**src/hdl/uart_pkg.sv**
```systemverilog
package uart_pkg;

  // ==================================================================
  // frame layout
  // ==================================================================

  localparam int UART_DATA_BITS = 8;

  localparam logic START_BIT = 1'b0;
  localparam logic STOP_BIT  = 1'b1;  // also the idle level.

  typedef logic [UART_DATA_BITS-1:0] uart_byte_t;

  // ==================================================================
  // parity
  // ==================================================================

  // ones in data plus parity come out odd.
  function automatic logic odd_parity(input uart_byte_t data);
    logic par;
    par = ~^data;
    return par;
  endfunction

endpackage

```
**src/hdl/uart_cmd_split.sv**
```systemverilog
module uart_cmd_split
  import uart_pkg::*;
#(
  parameter int CMD_WIDTH = 16
) (
  input  logic                 clk,
  input  logic                 rst_n,
  input  logic [CMD_WIDTH-1:0] cmd_in,
  input  logic                 cmd_vld,
  output logic                 cmd_rdy,
  output uart_byte_t           byte_data,
  output logic                 byte_vld,
  input  logic                 byte_rdy
);

  localparam int NUM_BYTES = CMD_WIDTH / UART_DATA_BITS;
  localparam int CNT_W     = $clog2(NUM_BYTES + 1);

  logic [CMD_WIDTH-1:0] cmd_shift;  // top byte goes out first.
  logic [CNT_W-1:0]     bytes_left;

  logic cmd_take;
  logic byte_take;

  assign cmd_take  = cmd_vld && cmd_rdy;
  assign byte_take = byte_vld && byte_rdy;

  // busy for as long as bytes remain.
  assign cmd_rdy   = (bytes_left == '0);
  assign byte_vld  = (bytes_left != '0);
  assign byte_data = cmd_shift[CMD_WIDTH-1 -: UART_DATA_BITS];

  always_ff @(posedge clk or negedge rst_n) begin
    if (!rst_n) begin
      bytes_left <= '0;
    end else if (cmd_take) begin
      bytes_left <= CNT_W'(NUM_BYTES);
    end else if (byte_take) begin
      bytes_left <= bytes_left - 1'b1;
    end
  end

  always_ff @(posedge clk) begin
    if (cmd_take) begin
      cmd_shift <= cmd_in;
    end else if (byte_take) begin
      cmd_shift <= cmd_shift << UART_DATA_BITS;  // next byte to the top.
    end
  end

endmodule

```
**src/hdl/uart_rx.sv**
```systemverilog
module uart_rx
  import uart_pkg::*;
#(
  parameter int CLKS_PER_BIT = 8,
  parameter int PARITY_EN    = 1
) (
  input  logic                    clk,
  input  logic                    rst_n,
  input  logic                    rx,
  output logic [UART_DATA_BITS:0] read_data,
  output logic                    read_rdy
);

  localparam int LAST_BIT = UART_DATA_BITS + 1 + PARITY_EN;
  localparam int PAR_BIT  = UART_DATA_BITS + 1;
  localparam int HALF     = (CLKS_PER_BIT > 1) ? CLKS_PER_BIT / 2 : 1;
  localparam int BAUD_W   = $clog2(CLKS_PER_BIT + 1);

  typedef enum logic [1:0] {
    S_IDLE,
    S_START,
    S_BITS
  } rx_state_t;

  rx_state_t         state;
  logic              rx_meta;
  logic              rx_sync;
  logic              rx_prev;
  logic [BAUD_W-1:0] baud_cnt;
  logic [3:0]        bit_cnt;
  uart_byte_t        data_shift;
  logic              par_bit;

  logic bit_mid;
  logic frame_err;

  assign bit_mid = (baud_cnt == BAUD_W'(CLKS_PER_BIT - 1));

  // checked while the stop bit is on rx_sync.
  assign frame_err = ((PARITY_EN != 0) && (par_bit != odd_parity(data_shift))) ||
                     (rx_sync != STOP_BIT);

  // ==================================================================
  // input synchronizer
  // ==================================================================

  always_ff @(posedge clk or negedge rst_n) begin
    if (!rst_n) begin
      rx_meta <= 1'b1;
      rx_sync <= 1'b1;
      rx_prev <= 1'b1;
    end else begin
      rx_meta <= rx;
      rx_sync <= rx_meta;
      rx_prev <= rx_sync;  // for edge detect.
    end
  end

  // ==================================================================
  // frame FSM
  // ==================================================================

  always_ff @(posedge clk or negedge rst_n) begin
    if (!rst_n) begin
      state     <= S_IDLE;
      baud_cnt  <= '0;
      bit_cnt   <= '0;
      read_data <= '0;
      read_rdy  <= 1'b0;
    end else begin
      read_rdy <= 1'b0;
      case (state)
        S_IDLE: begin
          baud_cnt <= '0;
          if (rx_prev && !rx_sync) begin
            state <= S_START;
          end
        end
        S_START: begin
          if (baud_cnt == BAUD_W'(HALF - 1)) begin
            baud_cnt <= '0;
            bit_cnt  <= 4'd1;
            state    <= (rx_sync == START_BIT) ? S_BITS : S_IDLE;  // glitch reject.
          end else begin
            baud_cnt <= baud_cnt + 1'b1;
          end
        end
        S_BITS: begin
          if (bit_mid) begin
            baud_cnt <= '0;
            bit_cnt  <= bit_cnt + 1'b1;
            if (bit_cnt == 4'(LAST_BIT)) begin
              read_data <= {frame_err, data_shift};
              read_rdy  <= 1'b1;
              state     <= S_IDLE;
            end
          end else begin
            baud_cnt <= baud_cnt + 1'b1;
          end
        end
        default: state <= S_IDLE;
      endcase
    end
  end

  always_ff @(posedge clk) begin
    if (state == S_BITS && bit_mid) begin
      if (bit_cnt <= 4'(UART_DATA_BITS)) begin
        data_shift <= {rx_sync, data_shift[UART_DATA_BITS-1:1]};  // lsb first.
      end else if (bit_cnt == 4'(PAR_BIT)) begin
        par_bit <= rx_sync;
      end
    end
  end

endmodule

```
**src/hdl/uart_top.sv**
```systemverilog
module uart_top
  import uart_pkg::*;
#(
  parameter int CMD_WIDTH = 16,
  parameter int CLK_FREQ  = 50000000,
  parameter int BAUD_RATE = 115200,
  parameter int PARITY_EN = 1
) (
  input  logic                    clk,
  input  logic                    rst_n,
  input  logic [CMD_WIDTH-1:0]    cmd_in,
  input  logic                    cmd_vld,
  output logic                    cmd_rdy,
  input  logic                    rx,
  output logic                    tx,
  output logic [UART_DATA_BITS:0] read_data,
  output logic                    read_rdy
);

  localparam int CLKS_PER_BIT = CLK_FREQ / BAUD_RATE;  // clocks per serial bit.

  uart_byte_t byte_data;
  logic       byte_vld;
  logic       byte_rdy;

  // ==================================================================
  // transmit path
  // ==================================================================

  uart_cmd_split #(
    .CMD_WIDTH (CMD_WIDTH)
  ) u_cmd_split (
    .clk       (clk),
    .rst_n     (rst_n),
    .cmd_in    (cmd_in),
    .cmd_vld   (cmd_vld),
    .cmd_rdy   (cmd_rdy),
    .byte_data (byte_data),
    .byte_vld  (byte_vld),
    .byte_rdy  (byte_rdy)
  );

  uart_tx #(
    .CLKS_PER_BIT (CLKS_PER_BIT),
    .PARITY_EN    (PARITY_EN)
  ) u_tx (
    .clk       (clk),
    .rst_n     (rst_n),
    .byte_data (byte_data),
    .byte_vld  (byte_vld),
    .byte_rdy  (byte_rdy),
    .tx        (tx)
  );

  // ==================================================================
  // receive path
  // ==================================================================

  uart_rx #(
    .CLKS_PER_BIT (CLKS_PER_BIT),
    .PARITY_EN    (PARITY_EN)
  ) u_rx (
    .clk       (clk),
    .rst_n     (rst_n),
    .rx        (rx),
    .read_data (read_data),
    .read_rdy  (read_rdy)
  );

endmodule

```
**src/hdl/uart_tx.sv**
```systemverilog
module uart_tx
  import uart_pkg::*;
#(
  parameter int CLKS_PER_BIT = 8,
  parameter int PARITY_EN    = 1
) (
  input  logic       clk,
  input  logic       rst_n,
  input  uart_byte_t byte_data,
  input  logic       byte_vld,
  output logic       byte_rdy,
  output logic       tx
);

  // bit index 0 is the start bit, the last one the stop bit.
  localparam int LAST_BIT = UART_DATA_BITS + 1 + PARITY_EN;
  localparam int BAUD_W   = $clog2(CLKS_PER_BIT + 1);

  logic                      busy;
  logic [BAUD_W-1:0]         baud_cnt;
  logic [3:0]                bit_cnt;
  logic [UART_DATA_BITS+1:0] frame_shift;  // bits still to send after start.

  logic accept;
  logic bit_end;
  logic par_or_stop;

  assign byte_rdy = !busy;
  assign accept   = byte_vld && byte_rdy;
  assign bit_end  = (baud_cnt == BAUD_W'(CLKS_PER_BIT - 1));

  // without parity the stop bit simply shows up one slot early.
  assign par_or_stop = (PARITY_EN != 0) ? odd_parity(byte_data) : STOP_BIT;

  // ==================================================================
  // frame sequencing
  // ==================================================================

  always_ff @(posedge clk or negedge rst_n) begin
    if (!rst_n) begin
      busy     <= 1'b0;
      baud_cnt <= '0;
      bit_cnt  <= '0;
      tx       <= STOP_BIT;
    end else if (accept) begin
      busy     <= 1'b1;
      baud_cnt <= '0;
      bit_cnt  <= '0;
      tx       <= START_BIT;  // start bit on the next cycle.
    end else if (busy) begin
      if (bit_end) begin
        baud_cnt <= '0;
        if (bit_cnt == 4'(LAST_BIT)) begin
          busy <= 1'b0;
          tx   <= STOP_BIT;
        end else begin
          bit_cnt <= bit_cnt + 1'b1;
          tx      <= frame_shift[0];
        end
      end else begin
        baud_cnt <= baud_cnt + 1'b1;
      end
    end
  end

  // ==================================================================
  // payload shift register
  // ==================================================================

  always_ff @(posedge clk) begin
    if (accept) begin
      frame_shift <= {STOP_BIT, par_or_stop, byte_data};
    end else if (busy && bit_end) begin
      frame_shift <= {STOP_BIT, frame_shift[UART_DATA_BITS+1:1]};  // lsb first.
    end
  end

endmodule

```
**config.mk**
```make
export PLATFORM = sky130hd
export DESIGN_NAME = uart_top
export DESIGN_NICKNAME = d
export VERILOG_FILES = /design/src/hdl/uart_pkg.sv /design/src/hdl/uart_cmd_split.sv /design/src/hdl/uart_rx.sv /design/src/hdl/uart_top.sv /design/src/hdl/uart_tx.sv
export SDC_FILE = /design/constraint.sdc
export NUM_CORES = 1
export LEC_CHECK = 0
export ABC_AREA = 0
export ABC_CLOCK_PERIOD_IN_PS = 4900
export BUFFER_PORTS_ARGS = -buffer_cell sky130_fd_sc_hd__buf_4
export CAP_MARGIN = 15
export CORE_AREA = 4 4 71 139
export DETAILED_ROUTE_END_ITERATION = 8
export DIE_AREA = 0 0 75 143
export MAX_ROUTING_LAYER = met4
export PLACE_DENSITY = 0.71
export SLEW_MARGIN = 20
export SYNTH_ARGS = -nofsm -noshare
export SYNTH_HDL_FRONTEND = slang
export SYNTH_SLANG_ARGS = --single-unit
```
**constraint.sdc**
```tcl
create_clock -name clk -period 4.9 [get_ports clk]
set_input_delay 0 -clock clk [delete_from_list [all_inputs] [get_ports clk]]
set_output_delay 0 -clock clk [all_outputs]
set_load 0.02 [all_outputs]
```
==> flow_summary.toml, run 1 <==
[logic_synthesis]
synth_cell_type_count = 56
syn_inst = 309
yosys_warnings = 0
netlist.area_leader.share = 0.265
syn_nets = 345
yosysTopAreaCell = "dfrtp_1"
synth.area.top_cells = "dfrtp_1 (26%), edfxtp_1 (26%), ha_1 (5.2%)"
syn_avg_cell_area_um2 = 12.5
yosysSeqAreaShare = 0.555
async_flop_share = 0.570
synth_edf_count = 34
ys_dominant_reg_cell = "dfrtp_1"
synth_area_um2 = 3870
ys_ff_latch = 79

[detailed_routing]
drc = 0
vias_per_cell = 5.42
final_antenna_net_count = 0
drt_wl_total_um = 7750
routedWlPerCell_um = 16.6
drt_iter0_drc = 106
drt_first_pass_iters = 4
num_vias = 2528

[grt]
grt_pass1_vias = 2669
grt_first_pass_wirelength_um = 12500
grt_max_degree = 46
grt_overflow_total = 0
antenna_found_initial = 0
grtUsageTotal = 0.161

[clock_tree]
cts-resized-gates = 0
clkTransAtPathRegs_ns = 0.06
cts_tree = "built"
clock_latency_ns = 0.33
clkSinkCount = 79
cts_root_buf = "clkbuf_16"
cts_made_buffers = 9
cts-hold-fix-buffers = 13
cts-htree-levels = 3
cts_buffer_depth = 2
post-cts-setup-buffer-count = 0

[layout]
final_area_um2 = 4670
finalNetCount = 395
antenna_cells = 0
drive_gt1_frac = 0.209
syn_to_final_growth_pct = 20.6

[pwr]
ir_worst_vdd_mv = 0.194
p_sw_frac = 0.249
cellLeakagePower_nw = 1.84
p_clk_frac = 0.417
seq_power_share = 0.437
power_density_nw_per_um2 = 357
p_int_w = 0.00125
switchingPower_w = 0.000415
p_comb_frac = 0.146

[setup_path]
worstPathCellList = "inv_1, ha_1, nand2_1, o21ai_1, buf_4"
crit_required_ns = 4.93
cp-end-kind = "flop"
worstSetupStartpointType = "flop"
arrival_ns = 2.26
crit_fanout = 15
criticalPathCategory = "flop to flop"
critPathMaxStageDelay_ns = 0.42
critPathSlowestCell = "o21ai_1"

[placed_design]
gp_congestion = 0.812
place_hpwl_um = 5590
port_buffers = 31
dpl_cell_area_um2 = 4220

[timing]
tns_ns = 0
worstMarginPinSlew_ns = 0.837
grt_setup_unrepaired = "no"
max_freq_mhz = 449
period_needed_ns = 2.23
slew_violations = 0
hold_viol_final = 0
period_share = 0.455
setup_viol = 0
relSlewSlack = 0.440
clock_skew_ns = 0.00302

[floorplan]
die-area_um2 = 10700
start_util = 0.436
fp.dieW_um = 75
dieHeight_um = 143
std_cell_rows = 49
core_region_area_um2 = 8890
ios = 32

[job]
maxCapViolCount = 0

[worst_hold_path]
hold_path_class = "input port to flop"

[status]
status = "finished clean"
-- metrics by stage --
stage	worst slack (ns)	util	instances	total power, W	hold WS, ns
finish	2.67	0.526	466	0.00167	0.0121
global route	2.52	0.526	466	0.00173	0.00629
CTS	2.68	0.524	465	0.00169	0.00249
detailed placement	2.68	0.474	436	0.000978	0.0494
global placement	2.77	0.474	436	0.000970	0.0459
floorplan	2.29	-	309	0.000909	-0.296
-- placed cells by master (no fill, tap or decap), types with 3 or more instances in the layout --
master and n:
xor2_1 5, o211ai_1 3, nand4_1 4, o21ai_0 4
ha_1 16, inv_1 15, clkbuf_16 9, nand4b_1 4
a21oi_1 9, nand2_1 22, nor2_1 8, dfstp_2 4
nor3_1 6, xnor2_1 16, buf_4 33, o21ai_1 9
nand2b_1 7, a22o_1 4, dlygate4sd3_1 14, nand3_1 9
mux2_2 17, edfxtp_1 34, dfrtp_1 41, mux2_1 10
and3_1 11, mux2i_1 4
-- layout make-up --
| cell class | count | area [um2] |
|---|---|---|
| multi-input combinational | 206 | 1630 |
| clock inverter | 6 | 85.1 |
| timing repair buffer | 47 | 388 |
| clock buffer | 10 | 229 |
| fill | 725 | 4220 |
| inverter | 16 | 60.1 |
| tap | 102 | 128 |
| sequential | 79 | 2150 |
-- critical path: cells and delay by family, from the launching register on --
| family | cells | cell delay [ns] |
|---|---|---|
| compound gates | 1 | 0.42 |
| fa+ha+maj | 1 | 0.41 |
| buf+inv | 2 | 0.40 |
| flops | 1 | 0.36 |
| simple gates | 1 | 0.34 |
-- cell families (layout without fill, tap and decap cells) --
family                     count (synthesis)  after routing  share of synthesized area
AOI/OAI and AO/OA                         50             50                     0.0940
xor gates and xnor gates                  22             22                     0.0533
adders and majority gates                 16             16                     0.0517
buffers and inverters                     24             79                     0.0239
DFF                                       79             79                      0.555
muxes                                     31             31                     0.0888
and+or+nand+nor                           87             87                      0.133
-- registers in the layout, indices dropped and copies added (netlist names) --
signal                  cells
u_rx.read_rdy               1
u_cmd_split.cmd_shift      16
u_rx.state                  2
u_rx.read_data              9
u_cmd_split.bytes_left      2
u_rx.rx_meta                1
u_tx.frame_shift            9
u_tx.busy                   1
u_rx.baud_cnt               9
u_tx.baud_cnt               9
u_rx.bit_cnt                4
u_tx.bit_cnt                4
u_rx.data_shift             8
u_rx.rx_sync                1
u_tx.tx                     1
u_rx.par_bit                1
u_rx.rx_prev                1
-- path summary, 6_finish.rpt --
kind | cells past startpoint | slack (ns) | start | end
worst min register to register | 0 | 0.35 | u_rx.rx_meta$_DFF_PN1_ | u_rx.rx_sync$_DFF_PN1_
worst max-delay path | 5 | 2.67 | u_cmd_split.bytes_left[0]$_DFFE_PN0P_ | u_cmd_split.cmd_shift[6]$_SDFFCE_PN0P_
worst min-delay path | 2 | 0.01 | cmd_in[0] | u_cmd_split.cmd_shift[0]$_SDFFCE_PN0P_
min in group asynchronous | 2 | 0.22 | rst_n | u_tx.bit_cnt[1]$_DFFE_PN0P_
worst max register to register | 5 | 2.67 | u_cmd_split.bytes_left[0]$_DFFE_PN0P_ | u_cmd_split.cmd_shift[6]$_SDFFCE_PN0P_
max in group asynchronous | 2 | 4.27 | rst_n | u_rx.read_data[3]$_DFFE_PN0P_
-- synth_stat cells, drive strengths merged (2+ instances only) --
cell and n:
a21oi 9, a31oi 2, xnor2 16, o31ai 2, a22o 4, nand3b 2
nor2b 2, clkbuf 4, nand2b 7, nand4 4, dfrtp 41, mux2 27
nor2 8, nand2 23, mux2i 4, dfstp 4, o211ai 3, ha 16
inv 15, edfxtp 34, buf 4, nand4b 4, nand3 9, o2bb2ai 2
nor4b 3, xor2 5, and3 11, o22ai 2, nor3 7, o311ai 2
o21ai 15
-- power by group through the flow --
| stage | Combinational, W | Sequential [W] | Clock, W |
|---|---|---|---|
| 2_1_floorplan | 0.000173 | 0.000736 | 0 |
| 3_3_place_gp | 0.000230 | 0.000740 | 0 |
| 3_5_place_dp | 0.000237 | 0.000741 | 0 |
| 4_1_cts | 0.000246 | 0.000729 | 0.000710 |
| 5_1_grt | 0.000272 | 0.000732 | 0.000730 |
| 6_report | 0.000243 | 0.000729 | 0.000695 |
-- layer usage --
layer  GRT usage  vias to the layer above  share of wire
met4      0.0854                        0          0.037
met5           -                        -              0
met3      0.0388                       21          0.028
met1       0.148                     1237           0.36
li1            -                     1230              -
met2       0.293                       40           0.57
No activity file was read; power rests on OpenSTA's default activity.
==> run 2, diff against run 1 <==
- ABC_AREA: 0 -> 1
- ABC_CLOCK_PERIOD_IN_PS: 4900 -> 2200
- CORE_AREA: 4 4 71 139 -> 4 4 72 140
- DIE_AREA: 0 0 75 143 -> 0 0 76 144
- clock period: 4.9 -> 2.2 ns (I/O delays scaled with it)
==> run 2 against run 1 <==
- hold slack improved by 0.19 ns
- routed wire length decreased by 0.57%
- die area increased by 2.0%
- clock power increased by 110%
- largest power group unchanged
- highest routed layer unchanged
==> flow_summary.toml, run 2 <==
[status]
status = "finished clean"

[setup_path]
crit_required_ns = 2.22
r2r_end = "u_cmd_split.cmd_shift[0]$_SDFFCE_PN0P_"
r2r_setup_slack_ns = 0.41
worstSetupStartpointType = "flop"
criticalPathCategory = "flop to flop"
crit_path_end = "u_cmd_split.cmd_shift[0]$_SDFFCE_PN0P_"
cp-startpoint = "u_cmd_split.bytes_left[0]$_DFFE_PN0P_"
reg2regPathDepth = 5
crit_fanout = 17
arrival_ns = 1.81
cp-end-kind = "flop"
r2r_start = "u_cmd_split.bytes_left[0]$_DFFE_PN0P_"

[clock_tree]
cts-htree-levels = 3
cts_buffer_depth = 2
cts_tree = "built"
post-cts-setup-buffer-count = 0
cts-resized-gates = 0
cts_root_buf = "clkbuf_16"
clkSinkCount = 79
clkTransAtPathRegs_ns = 0.06
cts_made_buffers = 9
cts-hold-fix-buffers = 18
clock_latency_ns = 0.33

[layout]
fill_cells = 786
drive_gt1_frac = 0.180
syn_to_final_growth_pct = 20.9
layout_common_cells = "nand2_1 (107), inv_1 (47), dfrtp_1 (41)"
final_cells = 574
seqCellArea_um2 = 2150
final_common_cell = "nand2_1"
finalNetCount = 503
regMostFlops = "u_cmd_split.cmd_shift"
multiInputGateArea_um2 = 1580
antenna_cells = 0
largest_reg_flops = 16

[logic_synthesis]
synth_edf_count = 34
synthTopCellsByCount = "nand2_1 (107), inv_1 (47), dfrtp_1 (41)"
synth_compound_area_frac = 0.0553
yosysMostFrequentCell = "nand2_1"
syn_avg_cell_area_um2 = 9.68
synth_cell_type_count = 37
synthMuxAreaShare = 0.0228
yosys_warnings = 0
synth_xor_area_frac = 0.0487
async_flop_share = 0.570
synth-simple-area-share = 0.222
synth_top_family_by_area = "simple AND/OR/NAND/NOR gates"
synthAdderAreaFrac = 0.0506
synth.area.top_cells = "dfrtp_1 (26%), edfxtp_1 (26%), nand2_1 (10%)"
yosysSeqAreaShare = 0.544
synth_area_um2 = 3960
ys_ff_latch = 79
yosysTopAreaCell = "dfrtp_1"
syn_inst = 409
netlist.area_leader.share = 0.259
ys_dominant_reg_cell = "dfrtp_1"
syn_nets = 445

[timing]
tns_ns = 0
setup_viol = 0
worstMarginPinSlew_ns = 0.588
grt_setup_unrepaired = "no"
fin_ws_ns = 0.411
relSlewSlack = 0.608
clock_skew_ns = 0.00950
max_freq_mhz = 559
hold_ws_ns = 0.207
period_needed_ns = 1.79
slew_violations = 0
hold_viol_final = 0
period_share = 0.813

[pwr]
cellLeakagePower_nw = 2.11
ir_worst_vdd_mv = 0.460
power_density_nw_per_um2 = 758

[job]
maxCapViolCount = 0

[detailed_routing]
drc = 0
drt_wl_total_um = 7710
routedWlPerCell_um = 13.4
num_vias = 2873
vias_per_cell = 5.01
drt_iter0_drc = 128
drt_first_pass_iters = 4
final_antenna_net_count = 0

[placed_design]
pre_cts_ws_ns = 0.419
port_buffers = 31
place_hpwl_um = 5440
gp_congestion = 0.851
dp_cells = 540

[floorplan]
ios = 32
dieHeight_um = 144
std_cell_rows = 49
start_util = 0.439
fp.dieW_um = 76
die-area_um2 = 10900
core_region_area_um2 = 9010

[grt]
grt_max_degree = 46
grt_pass1_vias = 2886
grtUsageTotal = 0.154
grt_overflow_total = 0
grt_first_pass_wirelength_um = 13200
antenna_found_initial = 0

[worst_hold_path]
hold_path_class = "input port to asynchronous set/reset pin"
==> run 2: cell count changes in the layout (fill, tap and decap cells not counted), moves of 7 or more <==
cell,previous run,this run
and3_1,11,0
inv_1,15,47
mux2_1,10,0
mux2_2,17,8
nand2_1,22,107
nand2b_1,7,0
nand3_1,9,26
nor2_1,8,27
xnor2_1,16,8
xor2_1,5,14
==> run 2: kinds of logic (layout without fill, tap and decap cells) <==
logic type | after synthesis | after routing
XOR/XNOR | 22 | 22
multiplexers | 8 | 8
flip-flops | 79 | 79
buffers and inverters | 57 | 120
adder cells (fa/ha/maj) | 16 | 16
AND/OR/NAND/NOR | 186 | 186
AO/OA/AOI/OAI | 41 | 41
==> run 2: stage by stage <==
step	power, W	util	area (um2)
6_report	0.00362	0.531	4780
5_1_grt	0.00381	0.531	4780
4_1_cts	0.00366	0.531	4780
3_5_place_dp	0.00218	0.478	4310
3_3_place_gp	0.00216	0.478	4310
2_1_floorplan	0.00203	-	3960
==> run 2: layout make-up <==
cell class                 count  area share
clock buffer                  11      0.0507
clock inverter                 5      0.0102
inverter                      52      0.0411
multi-input combinational    273       0.330
sequential                    79       0.450
tap                          102      0.0267
timing repair buffer          52      0.0910
==> run 2: critical path: stages (launching register included) <==
cell and delay (ns):
dfrtp_1 0.35, inv_1 0.08, ha_1 0.31, nand2_2 0.27, nand2_1 0.21, buf_4 0.26
==> run 2: worst min-delay path by stage <==
stage	cells after the start	startpoint	slack (ns)	to
after floorplan	0	rst_n	-0.30	u_cmd_split.bytes_left[0]$_DFFE_PN0P_
after global placement	1	rst_n	0.03	u_rx.state[0]$_DFFE_PN0P_
after detailed placement	1	rst_n	0.05	u_rx.state[0]$_DFFE_PN0P_
after CTS	3	cmd_vld	0.22	u_cmd_split.cmd_shift[0]$_SDFFCE_PN0P_
after global routing	3	cmd_vld	0.25	u_cmd_split.cmd_shift[0]$_SDFFCE_PN0P_
final	2	rst_n	0.21	u_rx.read_data[4]$_DFFE_PN0P_
==> run 2: metal layers <==
metal	share of wire	global-route usage	vias to the layer above
li1	-	-	1441
met5	0	-	-
met3	0.027	0.0293	18
met4	0.026	0.0713	0
met2	0.58	0.283	53
met1	0.37	0.156	1361
==> run 2: power breakdown <==
part           total [W]  switching [W]  internal, W
registers        0.00163      0.0000512      0.00158
clock network    0.00145       0.000551     0.000899
logic           0.000545       0.000333     0.000212
total            0.00362       0.000936      0.00269
